## config.mk

```make
export PLATFORM = sky130hd
export DESIGN_NAME = tlk_tx_top
export DESIGN_NICKNAME = d
export VERILOG_FILES = /design/src/tlk_tx_pkg.sv /design/src/tlk_tx_top.sv /design/src/tlk_tx_framer.sv /design/src/tlk_tx_pattern.sv /design/src/tlk_tx_fifo.sv /design/src/tlk_tx_regs.sv
export VERILOG_INCLUDE_DIRS = /design/src
export SDC_FILE = /design/constraint.sdc
export NUM_CORES = 1
export LEC_CHECK = 0
export CORE_MARGIN = 1.5
export CORE_UTILIZATION = 49
export DETAILED_ROUTE_END_ITERATION = 10
export DONT_BUFFER_PORTS = 1
export SLEW_MARGIN = 20
export SYNTH_ARGS = -nofsm -noshare
export SYNTH_HDL_FRONTEND = slang
export SYNTH_SLANG_ARGS = --single-unit
```

## constraint.sdc

```tcl
create_clock -name clk -period 8.5 [get_ports clk]
set_input_delay 0.85 -clock clk [delete_from_list [all_inputs] [get_ports clk]]
set_output_delay 0.85 -clock clk [all_outputs]
set_load 0.005 [all_outputs]
```

## src/tlk_tx_consts.svh

```systemverilog
// K-codes, frame header and file-sign bytes, register map
// FIFO depth and link timing for the transmit path
`ifndef TLK_TX_CONSTS_SVH
`define TLK_TX_CONSTS_SVH

// 8b/10b control and data codes
`define K28_5 8'hBC
`define D5_6  8'hC5
`define D11_5 8'hAB
`define K27_7 8'hFB
`define K28_2 8'h5C
`define K30_7 8'hFE
`define K29_7 8'hFD

// frame header bytes, sent low byte first
`define HEAD_0 8'h16
`define HEAD_1 8'hE1
`define HEAD_2 8'h90
`define HEAD_3 8'hEB

// file sign
`define TX_IND   8'h81
`define FILE_END 8'h01

// sync and inter-frame gap, short for simulation
`define TLK_SYNC_CYCLES 64
`define TLK_GAP_CYCLES  16

// beats of 64 bits, power of two
`define TLK_FIFO_DEPTH 16

// register addresses
`define REG_CTRL     3'd0
`define REG_BODY_LEN 3'd1
`define REG_TAIL_LEN 3'd2
`define REG_BODY_NUM 3'd3
`define REG_STATUS   3'd4

`endif
```

## src/tlk_tx_pkg.sv

```systemverilog
// line word, Wishbone and configuration structs
// width typedefs, mode and framer state enums
package tlk_tx_pkg;

    typedef logic [15:0] line_data_t;
    typedef logic [15:0] byte_len_t;
    typedef logic [15:0] frame_num_t;
    typedef logic [63:0] dma_beat_t;
    typedef logic [2:0]  wb_adr_t;
    typedef logic [31:0] wb_data_t;

    typedef enum logic [3:0] {
        MODE_NORM     = 4'd0,
        MODE_LOOPBACK = 4'd1,
        MODE_KCODE    = 4'd2,
        MODE_TEST     = 4'd3
    } tx_mode_e;

    typedef enum logic [3:0] {
        ST_IDLE,
        ST_BEGIN,
        ST_SYNC,
        ST_START_FRAME,
        ST_FRAME_HEAD,
        ST_FILE_SIGN,
        ST_FRAME_NUM,
        ST_VLD_DLEN,
        ST_VLD_DATA,
        ST_FRAME_TAIL,
        ST_END_FRAME,
        ST_GAP
    } framer_state_e;

    // one word on the TLK2711 transmit pins
    typedef struct packed {
        logic       k_msb;
        logic       k_lsb;
        line_data_t data;
    } line_word_t;

    typedef struct packed {
        tx_mode_e   mode;
        byte_len_t  body_len;
        byte_len_t  tail_len;
        frame_num_t body_num;
    } tx_cfg_t;

    typedef struct packed {
        logic     cyc;
        logic     stb;
        logic     we;
        wb_adr_t  adr;
        wb_data_t dat;
    } wb_req_t;

    typedef struct packed {
        logic     ack;
        wb_data_t dat;
    } wb_rsp_t;

endpackage

```

## src/tlk_tx_top.sv

```systemverilog
// TLK2711 transmit top: registers, beat FIFO, pattern and framer
`timescale 1ns/1ps

module tlk_tx_top
    import tlk_tx_pkg::*;
(
    input  logic       clk,
    input  logic       i_soft_reset,
    input  wb_req_t    i_wb,
    output wb_rsp_t    o_wb,
    input  logic       i_dma_valid,
    input  dma_beat_t  i_dma_data,
    output logic       o_dma_ready,
    output logic       o_irq,
    output line_word_t o_line,
    output logic       o_tlk_enable,
    output logic       o_tlk_loopen,
    output logic       o_tlk_lckrefn
);

    tx_cfg_t    cfg;
    logic       start;
    logic       busy;
    logic       done;
    logic       pop;
    line_data_t word;
    logic       word_valid;
    logic       pattern_run;
    line_word_t pattern;

    tlk_tx_regs u_regs (
        .clk           (clk),
        .i_soft_reset  (i_soft_reset),
        .i_wb          (i_wb),
        .o_wb          (o_wb),
        .i_busy        (busy),
        .i_done        (done),
        .o_cfg         (cfg),
        .o_start       (start),
        .o_irq         (o_irq),
        .o_tlk_enable  (o_tlk_enable),
        .o_tlk_loopen  (o_tlk_loopen),
        .o_tlk_lckrefn (o_tlk_lckrefn)
    );

    // DMA writes only in normal mode
    tlk_tx_fifo u_fifo (
        .clk          (clk),
        .i_soft_reset (i_soft_reset),
        .i_enable     (cfg.mode == MODE_NORM),
        .i_dma_valid  (i_dma_valid),
        .i_dma_data   (i_dma_data),
        .o_dma_ready  (o_dma_ready),
        .i_pop        (pop),
        .o_word       (word),
        .o_word_valid (word_valid)
    );

    tlk_tx_pattern u_pattern (
        .clk          (clk),
        .i_soft_reset (i_soft_reset),
        .i_run        (pattern_run),
        .o_word       (pattern)
    );

    tlk_tx_framer u_framer (
        .clk           (clk),
        .i_soft_reset  (i_soft_reset),
        .i_cfg         (cfg),
        .i_start       (start),
        .i_word        (word),
        .i_word_valid  (word_valid),
        .o_pop         (pop),
        .i_pattern     (pattern),
        .o_pattern_run (pattern_run),
        .o_line        (o_line),
        .o_busy        (busy),
        .o_done        (done)
    );

endmodule

```

## src/tlk_tx_framer.sv

```systemverilog
// frame FSM with sync, header, data, check word and gap
// output select between frame stream, K-code word and pattern
`timescale 1ns/1ps
`include "tlk_tx_consts.svh"

module tlk_tx_framer
    import tlk_tx_pkg::*;
(
    input  logic       clk,
    input  logic       i_soft_reset,
    input  tx_cfg_t    i_cfg,
    input  logic       i_start,
    input  line_data_t i_word,
    input  logic       i_word_valid,
    output logic       o_pop,
    input  line_word_t i_pattern,
    output logic       o_pattern_run,
    output line_word_t o_line,
    output logic       o_busy,
    output logic       o_done
);

    localparam line_word_t SYNC_WORD  = '{k_msb: 1'b0, k_lsb: 1'b1, data: {`D5_6, `K28_5}};
    localparam line_word_t KCODE_WORD = '{k_msb: 1'b1, k_lsb: 1'b1, data: {`D5_6, `K28_5}};

    framer_state_e state;
    logic [15:0]   sync_cnt;
    logic          head_cnt;
    logic [15:0]   data_cnt;
    logic [15:0]   gap_cnt;
    frame_num_t    frame_cnt;
    byte_len_t     valid_len;
    logic [15:0]   data_words;
    line_data_t    check_word;
    logic          last_frame;
    logic          sync_end;
    logic          gap_end;
    logic          data_end;
    line_word_t    frame_word;

    assign data_words    = {1'b0, valid_len[15:1]};
    assign check_word    = (data_words + 16'd3) << 1;
    assign last_frame    = frame_cnt == i_cfg.body_num;
    assign sync_end      = sync_cnt == 16'(`TLK_SYNC_CYCLES - 1);
    assign gap_end       = gap_cnt == 16'(`TLK_GAP_CYCLES - 1);
    assign o_pop         = (state == ST_VLD_DATA) & i_word_valid;
    assign data_end      = o_pop & (data_cnt == data_words - 16'd1);
    assign o_busy        = state != ST_IDLE;
    assign o_pattern_run = (i_cfg.mode == MODE_LOOPBACK) | (i_cfg.mode == MODE_TEST);

    ////////////////////////////////////////
    // state machine
    ////////////////////////////////////////
    always_ff @(posedge clk)
    begin
        if (i_soft_reset)
            state <= ST_IDLE;
        else
        begin
            case (state)
                ST_IDLE:
                    if (i_start && i_cfg.mode == MODE_NORM)
                        state <= ST_BEGIN;
                ST_BEGIN:       state <= ST_SYNC;
                ST_SYNC:        if (sync_end) state <= ST_START_FRAME;
                ST_START_FRAME: state <= ST_FRAME_HEAD;
                ST_FRAME_HEAD:  if (head_cnt) state <= ST_FILE_SIGN;
                ST_FILE_SIGN:   state <= ST_FRAME_NUM;
                ST_FRAME_NUM:   state <= ST_VLD_DLEN;
                ST_VLD_DLEN:    state <= (data_words == '0) ? ST_FRAME_TAIL : ST_VLD_DATA;
                ST_VLD_DATA:    if (data_end) state <= ST_FRAME_TAIL;
                ST_FRAME_TAIL:  state <= ST_END_FRAME;
                ST_END_FRAME:   state <= ST_GAP;
                ST_GAP:
                    if (gap_end)
                        state <= last_frame ? ST_IDLE : ST_START_FRAME;
                default:        state <= ST_IDLE;
            endcase
        end
    end

    ////////////////////////////////////////
    // counters
    ////////////////////////////////////////
    always_ff @(posedge clk)
    begin
        if (i_soft_reset)
        begin
            sync_cnt  <= '0;
            frame_cnt <= '0;
            o_done    <= 1'b0;
        end
        else
        begin
            if (state == ST_BEGIN)
                sync_cnt <= '0;
            else if (state == ST_SYNC)
                sync_cnt <= sync_cnt + 16'd1;
            // frame index moves on when the gap ends
            if (state == ST_BEGIN)
                frame_cnt <= '0;
            else if (state == ST_GAP && gap_end)
                frame_cnt <= frame_cnt + 16'd1;
            o_done <= (state == ST_GAP) & gap_end & last_frame;
        end
    end

    always_ff @(posedge clk)
    begin
        if (i_soft_reset)
        begin
            head_cnt  <= 1'b0;
            data_cnt  <= '0;
            gap_cnt   <= '0;
            valid_len <= '0;
        end
        else if (state == ST_START_FRAME)
        begin
            head_cnt  <= 1'b0;
            data_cnt  <= '0;
            gap_cnt   <= '0;
            valid_len <= last_frame ? i_cfg.tail_len : i_cfg.body_len;
        end
        else
        begin
            if (state == ST_FRAME_HEAD)
                head_cnt <= ~head_cnt;
            if (o_pop)
                data_cnt <= data_cnt + 16'd1;
            if (state == ST_GAP)
                gap_cnt <= gap_cnt + 16'd1;
        end
    end

    ////////////////////////////////////////
    // line word
    ////////////////////////////////////////
    always_comb
    begin
        frame_word = '0;
        case (state)
            ST_SYNC, ST_GAP:
                frame_word = SYNC_WORD;
            ST_START_FRAME:
                frame_word = '{k_msb: 1'b1, k_lsb: 1'b1, data: {`K28_2, `K27_7}};
            ST_FRAME_HEAD:
                frame_word.data = head_cnt ? {`HEAD_3, `HEAD_2} : {`HEAD_1, `HEAD_0};
            ST_FILE_SIGN:
                frame_word.data = {last_frame ? `FILE_END : 8'h00, `TX_IND};
            ST_FRAME_NUM:
                frame_word.data = frame_cnt;
            ST_VLD_DLEN:
                frame_word.data = valid_len;
            ST_VLD_DATA:
            begin
                // fill word while the FIFO runs dry
                if (i_word_valid)
                    frame_word.data = i_word;
                else
                    frame_word = SYNC_WORD;
            end
            ST_FRAME_TAIL:
                frame_word.data = check_word;
            ST_END_FRAME:
                frame_word = '{k_msb: 1'b1, k_lsb: 1'b1, data: {`K29_7, `K30_7}};
            default: ;
        endcase
    end

    always_ff @(posedge clk)
    begin
        if (i_soft_reset)
            o_line <= '0;
        else
        begin
            case (i_cfg.mode)
                MODE_KCODE:               o_line <= KCODE_WORD;
                MODE_LOOPBACK, MODE_TEST: o_line <= i_pattern;
                default:                  o_line <= frame_word;
            endcase
        end
    end

endmodule

```

## src/tlk_tx_pattern.sv

```systemverilog
// comma, start and counting pattern for loopback and test modes
`timescale 1ns/1ps
`include "tlk_tx_consts.svh"

module tlk_tx_pattern
    import tlk_tx_pkg::*;
(
    input  logic       clk,
    input  logic       i_soft_reset,
    input  logic       i_run,
    output line_word_t o_word
);

    typedef enum logic [1:0] {
        PAT_COMMA0,
        PAT_COMMA1,
        PAT_START,
        PAT_COUNT
    } pat_phase_e;

    pat_phase_e phase;
    logic [4:0] count;

    always_ff @(posedge clk)
    begin
        if (i_soft_reset || !i_run)
        begin
            phase <= PAT_COMMA0;
            count <= '0;
        end
        else
        begin
            case (phase)
                PAT_COMMA0: phase <= PAT_COMMA1;
                PAT_COMMA1: phase <= PAT_START;
                PAT_START:  phase <= PAT_COUNT;
                // 5-bit count wraps after 31
                default:    count <= count + 1'b1;
            endcase
        end
    end

    always_comb
    begin
        o_word.k_msb = 1'b0;
        o_word.k_lsb = 1'b1;
        o_word.data  = {`K28_5, `D5_6};
        case (phase)
            PAT_START:
                o_word.data = {`K28_5, `D11_5};
            PAT_COUNT:
            begin
                o_word.k_lsb = 1'b0;
                o_word.data  = {2{3'b000, count}};
            end
            default: ;
        endcase
    end

endmodule

```

## src/tlk_tx_fifo.sv

```systemverilog
// FWFT buffer of 64-bit DMA beats, read out as 16-bit words
`timescale 1ns/1ps
`include "tlk_tx_consts.svh"

module tlk_tx_fifo
    import tlk_tx_pkg::*;
(
    input  logic       clk,
    input  logic       i_soft_reset,
    input  logic       i_enable,
    input  logic       i_dma_valid,
    input  dma_beat_t  i_dma_data,
    output logic       o_dma_ready,
    input  logic       i_pop,
    output line_data_t o_word,
    output logic       o_word_valid
);

    localparam int AW = $clog2(`TLK_FIFO_DEPTH);
    localparam logic [AW:0] FULL_COUNT = `TLK_FIFO_DEPTH;

    dma_beat_t     mem [`TLK_FIFO_DEPTH];
    logic [AW-1:0] wr_ptr;
    logic [AW-1:0] rd_ptr;
    logic [AW:0]   count;
    logic [1:0]    half;
    logic          push;
    logic          pop_word;
    logic          beat_done;

    assign o_dma_ready  = i_enable & (count != FULL_COUNT);
    assign push         = i_dma_valid & o_dma_ready;
    assign o_word_valid = count != '0;
    assign pop_word     = i_pop & o_word_valid;
    assign beat_done    = pop_word & (half == 2'd3);

    // low half first
    assign o_word = mem[rd_ptr][{half, 4'b0000} +: 16];

    always_ff @(posedge clk)
    begin
        if (push)
            mem[wr_ptr] <= i_dma_data;
    end

    always_ff @(posedge clk)
    begin
        if (i_soft_reset)
        begin
            wr_ptr <= '0;
            rd_ptr <= '0;
            count  <= '0;
            half   <= '0;
        end
        else
        begin
            if (push)
                wr_ptr <= wr_ptr + 1'b1;
            if (pop_word)
                half <= half + 1'b1;
            if (beat_done)
                rd_ptr <= rd_ptr + 1'b1;
            case ({push, beat_done})
                2'b10:   count <= count + 1'b1;
                2'b01:   count <= count - 1'b1;
                default: ;
            endcase
        end
    end

endmodule

```

## src/tlk_tx_regs.sv

```systemverilog
// Wishbone classic register block, start pulse, sticky done
// and TLK2711 pin levels decoded from the mode
`timescale 1ns/1ps
`include "tlk_tx_consts.svh"

module tlk_tx_regs
    import tlk_tx_pkg::*;
(
    input  logic    clk,
    input  logic    i_soft_reset,
    input  wb_req_t i_wb,
    output wb_rsp_t o_wb,
    input  logic    i_busy,
    input  logic    i_done,
    output tx_cfg_t o_cfg,
    output logic    o_start,
    output logic    o_irq,
    output logic    o_tlk_enable,
    output logic    o_tlk_loopen,
    output logic    o_tlk_lckrefn
);

    tx_cfg_t  cfg;
    logic     wb_ack;
    wb_data_t wb_dat;
    logic     wb_wr;
    logic     done;

    // request is still held on the ack cycle
    assign wb_wr = wb_ack & i_wb.we;

    assign o_wb.ack = wb_ack;
    assign o_wb.dat = wb_dat;
    assign o_cfg    = cfg;
    assign o_irq    = done;

    always_ff @(posedge clk)
    begin
        if (i_soft_reset)
            wb_ack <= 1'b0;
        else
            wb_ack <= i_wb.cyc & i_wb.stb & ~wb_ack;
    end

    always_ff @(posedge clk)
    begin
        case (i_wb.adr)
            `REG_CTRL:     wb_dat <= {28'd0, cfg.mode};
            `REG_BODY_LEN: wb_dat <= {16'd0, cfg.body_len};
            `REG_TAIL_LEN: wb_dat <= {16'd0, cfg.tail_len};
            `REG_BODY_NUM: wb_dat <= {16'd0, cfg.body_num};
            `REG_STATUS:   wb_dat <= {30'd0, i_busy, done};
            default:       wb_dat <= '0;
        endcase
    end

    always_ff @(posedge clk)
    begin
        if (i_soft_reset)
        begin
            cfg     <= '{mode: MODE_NORM, default: '0};
            o_start <= 1'b0;
        end
        else
        begin
            // pulse lines up with the new mode
            o_start <= wb_wr & (i_wb.adr == `REG_CTRL) & i_wb.dat[4];
            if (wb_wr)
            begin
                case (i_wb.adr)
                    `REG_CTRL:     cfg.mode     <= tx_mode_e'(i_wb.dat[3:0]);
                    `REG_BODY_LEN: cfg.body_len <= i_wb.dat[15:0];
                    `REG_TAIL_LEN: cfg.tail_len <= i_wb.dat[15:0];
                    `REG_BODY_NUM: cfg.body_num <= i_wb.dat[15:0];
                    default: ;
                endcase
            end
        end
    end

    // set wins over a same-cycle clear
    always_ff @(posedge clk)
    begin
        if (i_soft_reset)
            done <= 1'b0;
        else if (i_done)
            done <= 1'b1;
        else if (wb_wr && i_wb.adr == `REG_STATUS && i_wb.dat[0])
            done <= 1'b0;
    end

    always_ff @(posedge clk)
    begin
        if (i_soft_reset)
        begin
            o_tlk_enable  <= 1'b0;
            o_tlk_loopen  <= 1'b0;
            o_tlk_lckrefn <= 1'b0;
        end
        else
        begin
            o_tlk_enable  <= 1'b1;
            o_tlk_loopen  <= cfg.mode == MODE_LOOPBACK;
            o_tlk_lckrefn <= 1'b1;
        end
    end

endmodule

```

==> key figures, run 1 <==
Yosys
  • Post-Synthesis Cell Area: about 0.049 mm^2
  • Dominant synthesized flop cell: edfxtp_1
  • Synth cell count leaders: 1024 x edfxtp_1, 256 x mux4_2, 203 x dfxtp_1, 197 x nand2_1, 172 x nor2_1
  • Post-Synthesis Cells: around 2900
  • Number of synthesized flops with an enable pin: around 1000
  • Post-synth top area share: a little over three fifths
  • Yosys warning count: 0
  • Library cells used by synthesis: 80
  • Post-synth top area cell: edfxtp_1
  • Sequential area share after synthesis: a little over 70%
  • Seq cells post-synth: between 1000 and 1500
  • FFs w/ async S/R, synth: 0%
  • Count leader, synth: edfxtp_1
  • Largest cells by area after synthesis: edfxtp_1 63%, mux4_2 12%, dfxtp_1 8.3%, nand2_1 1.5%, nor2_1 1.3%
  • Mean area per synthesized cell: 17.04 um^2

Global route
  • Gr usage total: between 20% and 30%
  • Met3 Resource Use GR: under 10%
  • Total gr overflow: 0
  • Vias in the first global route: 26147
  • Routing usage on met2: around 37%
  • First-pass GRT wire length: 174500 um
  • Initial antenna violation count: 5
  • Largest net degree at the start of global routing: between 100 and 150
  • GR Layer Usage met1: 32.93%
  • Global routing's busiest layer: met2

Clock tree
  • Post-CTS Setup Inserts: 0
  • # hold bufs at CTS: 0
  • H-tree levels: 3
  • Num CTS Buffers: between 100 and 150
  • Post-CTS sizing: 0
  • Worst-Skew Late Latency: 0.72 ns
  • CTS Sinks: ~1200
  • CTS max path bufs: 3
  • Clock slew at reported path FFs: around 0.06 ns
  • CTS tree: done
  • CTS root buffer: clkbuf_16

STA
  • Max Freq: 223.3 MHz
  • Clock Skew: ~0.043 ns
  • Hold_ws: around 0.20 ns
  • Final setup margin: 4.021 ns
  • Final Slew Violations: 0
  • Worst slew pin tran: about 1.1 ns
  • RSZ-0062 raised after global routing: no
  • Setup TNS: 0 ns
  • Final Hold Fails: 0
  • Period utilization: around 53%
  • Relative slew slack: around 27%
  • Post-layout min period: 4.479 ns
  • Setup violators final: 0

Power and ir drop
  • Sw frac: 20.08%
  • Pwr/cell area: between 200 and 250 mW/mm^2
  • Clock power share: 43.6%
  • Psw: roughly 2400 uW
  • Internal power: 9726 uW
  • IR drop worst, VDD: 166.5 uV
  • Flop pwr share: between 50% and 60%
  • Leakage: around 0.017 uW
  • Logic pwr share: between 2 and 2.5%

Route
  • DR pass1 iterations: 5
  • DRC violations left: 0
  • Vias per Instance: 6.111
  • Routed WL: between 100000 and 150000 um
  • Wirelength per Cell: between 20 and 30 um
  • DRT iter0 DRCs: around 2500
  • Post-route ant nets: 0
  • DR vias: 26187

Die
  • Starting density of the core: just under 50%
  • Die ar.: 0.1023 mm^2
  • Die Ht: around 320 um
  • Core area: about 0.10 mm^2
  • Die Width: ~320 um
  • I/O pins: about 160
  • Num rows: 116

Worst setup path
  • Critical path's slowest cell: buf_4
  • Cell Chain, Critical Path: nor2_1, nand2_1, a21oi_1, and2_1, nand2_1, nor3_2, buf_4, buf_4
  • CP required: approximately 8.8 ns
  • CP arrival: about 4.8 ns
  • CP max stage delay: 0.73 ns
  • Crit path from: u_regs.o_cfg[51]
  • Top delay family on crit path: simple AND/OR/NAND/NOR gates
  • Kind of critical path: register to register
  • Worst-path maximum fanout: 37
  • Worst setup EP type: register
  • Critical path startpoint category: register
  • Reg-to-Reg Start: u_regs.o_cfg[51]
  • WP buf/inv: 2

Run status
  • Status: finished, final reports clean

Hold path
  • Min-delay worst type: input port to register
  • Min-Delay Startpoint: i_wb[34]

Place
  • Post-DP HPWL: ~67000 um
  • RD Place Congestion: ~0.89
  • PortBufs: 0
  • Dpl ws: approximately 4.0 ns
  • Post-DP Area: ~0.05 mm^2

Cells and area
  • Area grow syn2layout: 10.65%
  • Nets: between 3000 and 4000
  • Final Util: 54.50%
  • Final instance area: about 0.054 mm^2
  • Layout cell share with drive strength beyond 1: between 10% and 20%
  • # fillers: 7820

Job
  • MaxCap Viol Count: 0
-- final timing paths --
check,endpoint,slack (ns),depth (start not counted)
setup / recovery,u_fifo.mem[0][24],4.02,8
hold / removal,u_regs.wb_dat[15],0.20,1
setup reg to reg,u_fifo.mem[0][24],4.02,8
hold reg to reg,u_regs.o_irq,0.46,2
-- placed cells by master, fill, tap and decap left out, drive strengths merged, types with 39 or more instances in the layout --
master,n
a21oi,122
a22oi,59
buf,51
clkbuf,156
clkinv,54
dfxtp,203
edfxtp,1024
mux2i,56
mux4,261
nand2,198
nand3,42
nor2,172
o21ai,39
xnor2,57
xor2,56
-- registers in the layout, summed over array words and instances (netlist names), 2 cells and up, named ones only --
| register | flops |
|---|---|
| u_framer.frame_cnt | 16 |
| u_fifo.wr_ptr | 4 |
| u_framer.o_line | 18 |
| u_fifo.mem | 1024 |
| u_regs.o_cfg | 52 |
| u_framer.gap_cnt | 16 |
| u_framer.valid_len | 16 |
| u_pattern.count | 5 |
| u_framer.sync_cnt | 16 |
| u_regs.wb_dat | 16 |
| u_pattern.phase | 2 |
| u_fifo.half | 2 |
| u_framer.state | 4 |
| u_framer.data_cnt | 16 |
| u_fifo.count | 5 |
| u_fifo.rd_ptr | 4 |
-- routing by layer --
metal  share of wire [%]  up-vias
met5              0.0059        -
met4                 2.5        2
met3                 7.2      173
met2                  48      922
met1                  43    13720
li1                    -    11370
-- cells by family (layout without fill, tap and decap cells) --
logic type / count (synthesis) / count (layout) / share of synthesized area (%)
AO/OA/AOI/OAI: 370 / 370 / 5.012
XOR/XNOR: 113 / 113 / 2.012
adder cells (fa/ha/maj): 22 / 22 / 0.5749
buffers and inverters: 223 / 307 / 2.320
flip-flops: 1227 / 1227 / 70.78
multiplexers: 340 / 340 / 13.66
other: 1 / 18 / 0.007625
AND/OR/NAND/NOR: 590 / 590 / 5.635
-- power groups by stage --
stage	logic [uW]	clock network, uW	registers (uW)
2_1_floorplan	183	0	6730
5_1_grt	271	5630	6610
3_3_place_gp	250	0	6730
3_5_place_dp	253	0	6740
4_1_cts	254	5400	6610
6_report	252	5310	6610
-- metrics by stage --
stage	instances	total power, uW
CTS	4283	12270
global placement	4055	6984
detailed placement	4055	6992
finish	4285	12170
global route	4284	12510
floorplan	2901	6917
-- area by class of cell --
| cell class | count | area, um^2 | share of cell area (%) |
|---|---|---|---|
| tap | 1298 | 1624 | 2.984 |
| clock buffer | 156 | 3273 | 6.014 |
| multi-input combinational | 1451 | 13440 | 24.69 |
| clock inverter | 72 | 715.7 | 1.315 |
| inverter | 28 | 105.1 | 0.1931 |
| timing repair buffer | 51 | 436.7 | 0.8024 |
| antenna | 2 | 5.005 | 0.009196 |
| sequential | 1227 | 34820 | 63.99 |
Note: power is estimated with default switching activity, not from simulation.
==> run 2, diff against run 1 <==
- PLACE_DENSITY: not set -> 0.66
- clock period: 8.5 -> 3.9 ns (I/O delays scaled with it)
==> run 2 against run 1 <==
Non-clock buffer count increased by 145; wire length rose by 3.1%; cell count up 3.5%; combinational power grew to 3.2 times the previous value; flip-flop and latch count did not move; critical path depth stayed put; via count up 4.1%; largest cell class unchanged; critical endpoint is now u_framer.o_line[3]; count of clock-buffer cells in the layout decreased by 4; sequential share of layout area fell by 1.8 points; core utilization rose by 1.6 points; total power is 120% higher; highest routed layer unchanged.
==> key figures, run 2 (synthesized netlist as in run 1, its figures left out) <==
Clock tree
  • Post-CTS sizing: 0 (unchanged)
  • CTS Sinks: 1227 (unchanged)
  • CTS root buffer: clkbuf_16
  • H-tree levels: 3 (unchanged)
  • Worst-Skew Late Latency: 0.74 ns (+0.02 ns)
  • CTS max path bufs: 3 (unchanged)
  • Num CTS Buffers: 121 (unchanged)
  • CTS tree: done
  • Clock slew at reported path FFs: 0.06 ns (about the same)
  • # hold bufs at CTS: 89 (+89)
  • Post-CTS Setup Inserts: 0 (unchanged)

STA
  • Relative slew slack: 28.74% (+1.8 points)
  • Worst slew pin tran: 1.066 ns (-0.03011 ns)
  • Post-layout min period: 3.553 ns (-0.9258 ns)
  • Final Slew Violations: 0 (unchanged)
  • RSZ-0062 raised after global routing: no
  • Setup TNS: 0 ns (unchanged)
  • Setup violators final: 0 (unchanged)
  • Hold_ws: 0.06022 ns (-0.1361 ns)
  • Final Hold Fails: 0 (unchanged)
  • Clock Skew: 0.02623 ns (-0.01649 ns)
  • Max Freq: 281.4 MHz (+26%)
  • Period utilization: 91.11% (+38 points)

Run status
  • Status: finished, final reports clean

Cells and area
  • Most used cells in the layout excluding fill and tap cells: 1024 x edfxtp_1, 256 x mux4_2, 199 x dfxtp_1
  • Area grow syn2layout: 13.88%
  • Final instance area: 0.05601 mm^2 (+2.9%)
  • Layout Cells excl Fill: 4434 (+3.5%)
  • Layout cell share with drive strength beyond 1: 19.53% (+0.81 points)
  • Biggest register: u_fifo.mem
  • Nets: 3152 (+4.8%)
  • Max reg flops: 1024 (unchanged)
  • Commonest non-fill, non-tap cell in the layout: edfxtp_1

Worst setup path
  • Top delay family on crit path: compound AO/OA/AOI/OAI gates
  • Worst setup EP type: register
  • CP arrival: 4.06 ns (-0.74 ns)
  • CP required: 4.41 ns (-4.41 ns)
  • Worst-path maximum fanout: 26 (-30%)
  • Kind of critical path: register to register
  • Cell Chain, Critical Path: buf_12, buf_4, mux4_2, nor3_1, nor4_1, a31o_1, o21ai_0, o221ai_1
  • CP max stage delay: 0.74 ns (about the same)
  • Critical path startpoint category: register
  • WP buf/inv: 2 (unchanged)
  • Critical path's slowest cell: dfxtp_4

Route
  • Post-route ant nets: 0 (unchanged)
  • DR pass1 iterations: 7 (+2)
  • DRC violations left: 0 (unchanged)
  • Wirelength per Cell: 27.80 um (-0.41%)
  • Vias per Instance: 6.147 (+0.58%)
  • DRT iter0 DRCs: 2892 (+14%)
  • DR vias: 27255 (+4.1%)
  • Routed WL: 123300 um (+3.1%)

Global route
  • Initial antenna violation count: 18 (+13)
  • First-pass GRT wire length: 180500 um (+3.5%)
  • Total gr overflow: 0 (unchanged)
  • Largest net degree at the start of global routing: 94 (-6.9%)
  • Vias in the first global route: 27336 (+4.5%)
  • Gr usage total: 24.10% (+0.72 points)

Die
  • Num rows: 116 (unchanged)
  • Die Ht: 319.8 um (unchanged)
  • I/O pins: 161 (unchanged)
  • Core area: 0.09986 mm^2 (unchanged)
  • Die ar.: 0.1023 mm^2 (unchanged)
  • Starting density of the core: 49.25% (unchanged)
  • Die Width: 319.8 um (unchanged)

Place
  • RD Place Congestion: 0.9021 (+1.5%)
  • PortBufs: 0 (unchanged)
  • Placed Cells: 4111 (+1.4%)
  • Post-DP Area: 0.05117 mm^2 (+1.5%)
  • Post-DP HPWL: 71880 um (+6.7%)

Hold path
  • Min-delay worst type: input port to register
  • Min-Delay Startpoint: i_wb[35]

Job
  • MaxCap Viol Count: 0 (unchanged)

Power and ir drop
  • Pwr/cell area: 475.0 mW/mm^2 (+110%)
  • Tot Pwr: 26610 uW (+120%)
  • Leakage: 0.01755 uW (+4.1%)
  • IR drop worst, VDD: 364.9 uV (+120%)
run 2: changes by cell type in the layout (fill, tap and decap cells not counted), moves of 4 or more:
cell,previous run,this run
dlygate4sd3_1,0,88
buf_4,46,78
buf_12,4,29
diode_2,2,8
nor3_2,8,3
nor3_4,0,4
run 2: metal layers:
| metal | GRT usage (%) | vias to the layer above | routed length (um) |
|---|---|---|---|
| met5 | 0 | - | 82 |
| met4 | 8.360 | 12 | 3953 |
| met3 | 4.502 | 254 | 9329 |
| met2 | 39.23 | 1136 | 59840 |
| met1 | 32.77 | 14178 | 50050 |
| li1 | - | 11675 | - |
run 2: worst paths after layout:
check,to,slack [ns],cells after the start
setup reg to reg,u_framer.o_line[3],0.35,8
hold reg to reg,u_regs.o_irq,0.43,2
hold / removal,u_regs.o_irq,0.06,3
setup / recovery,u_framer.o_line[3],0.35,8
run 2: worst reg2reg max path, delay by kind of cell (launching register included):
family          cells  cell delay, ns
flops               1            0.74
compound gates      3            1.09
mux                 1            0.55
buf+inv             2            0.71
simple gates        2            0.26
run 2: per-stage QoR:
stage / setup slack (ns) / util [%]
final: 0.3466 / 56.09
after global routing: 0.2107 / 56.09
after CTS: 0.4274 / 56.07
after detailed placement: 0.4406 / 51.25
after global placement: 0.4272 / 51.25
after floorplan: -0.7692 / -
run 2: where the power goes:
part           switching, uW  leakage, uW  total (uW)  internal, uW
clock                   4970      0.00192       11400          6430
combinational            541      0.00474         812           270
sequential              48.0       0.0109       14400         14300
total                   5560       0.0175       26600         21100
run 2: final cells by class:
class | instances | area, um^2
Timing Repair Buffer | 196 | 2074
Inverter | 28 | 105.1
Fill cell | 7517 | 43840
Clock inverter | 74 | 663.1
Antenna cell | 8 | 20.02
Clock buffer | 152 | 3247
Tap cell | 1298 | 1624
Sequential cell | 1227 | 34820
Multi-Input combinational cell | 1451 | 13460
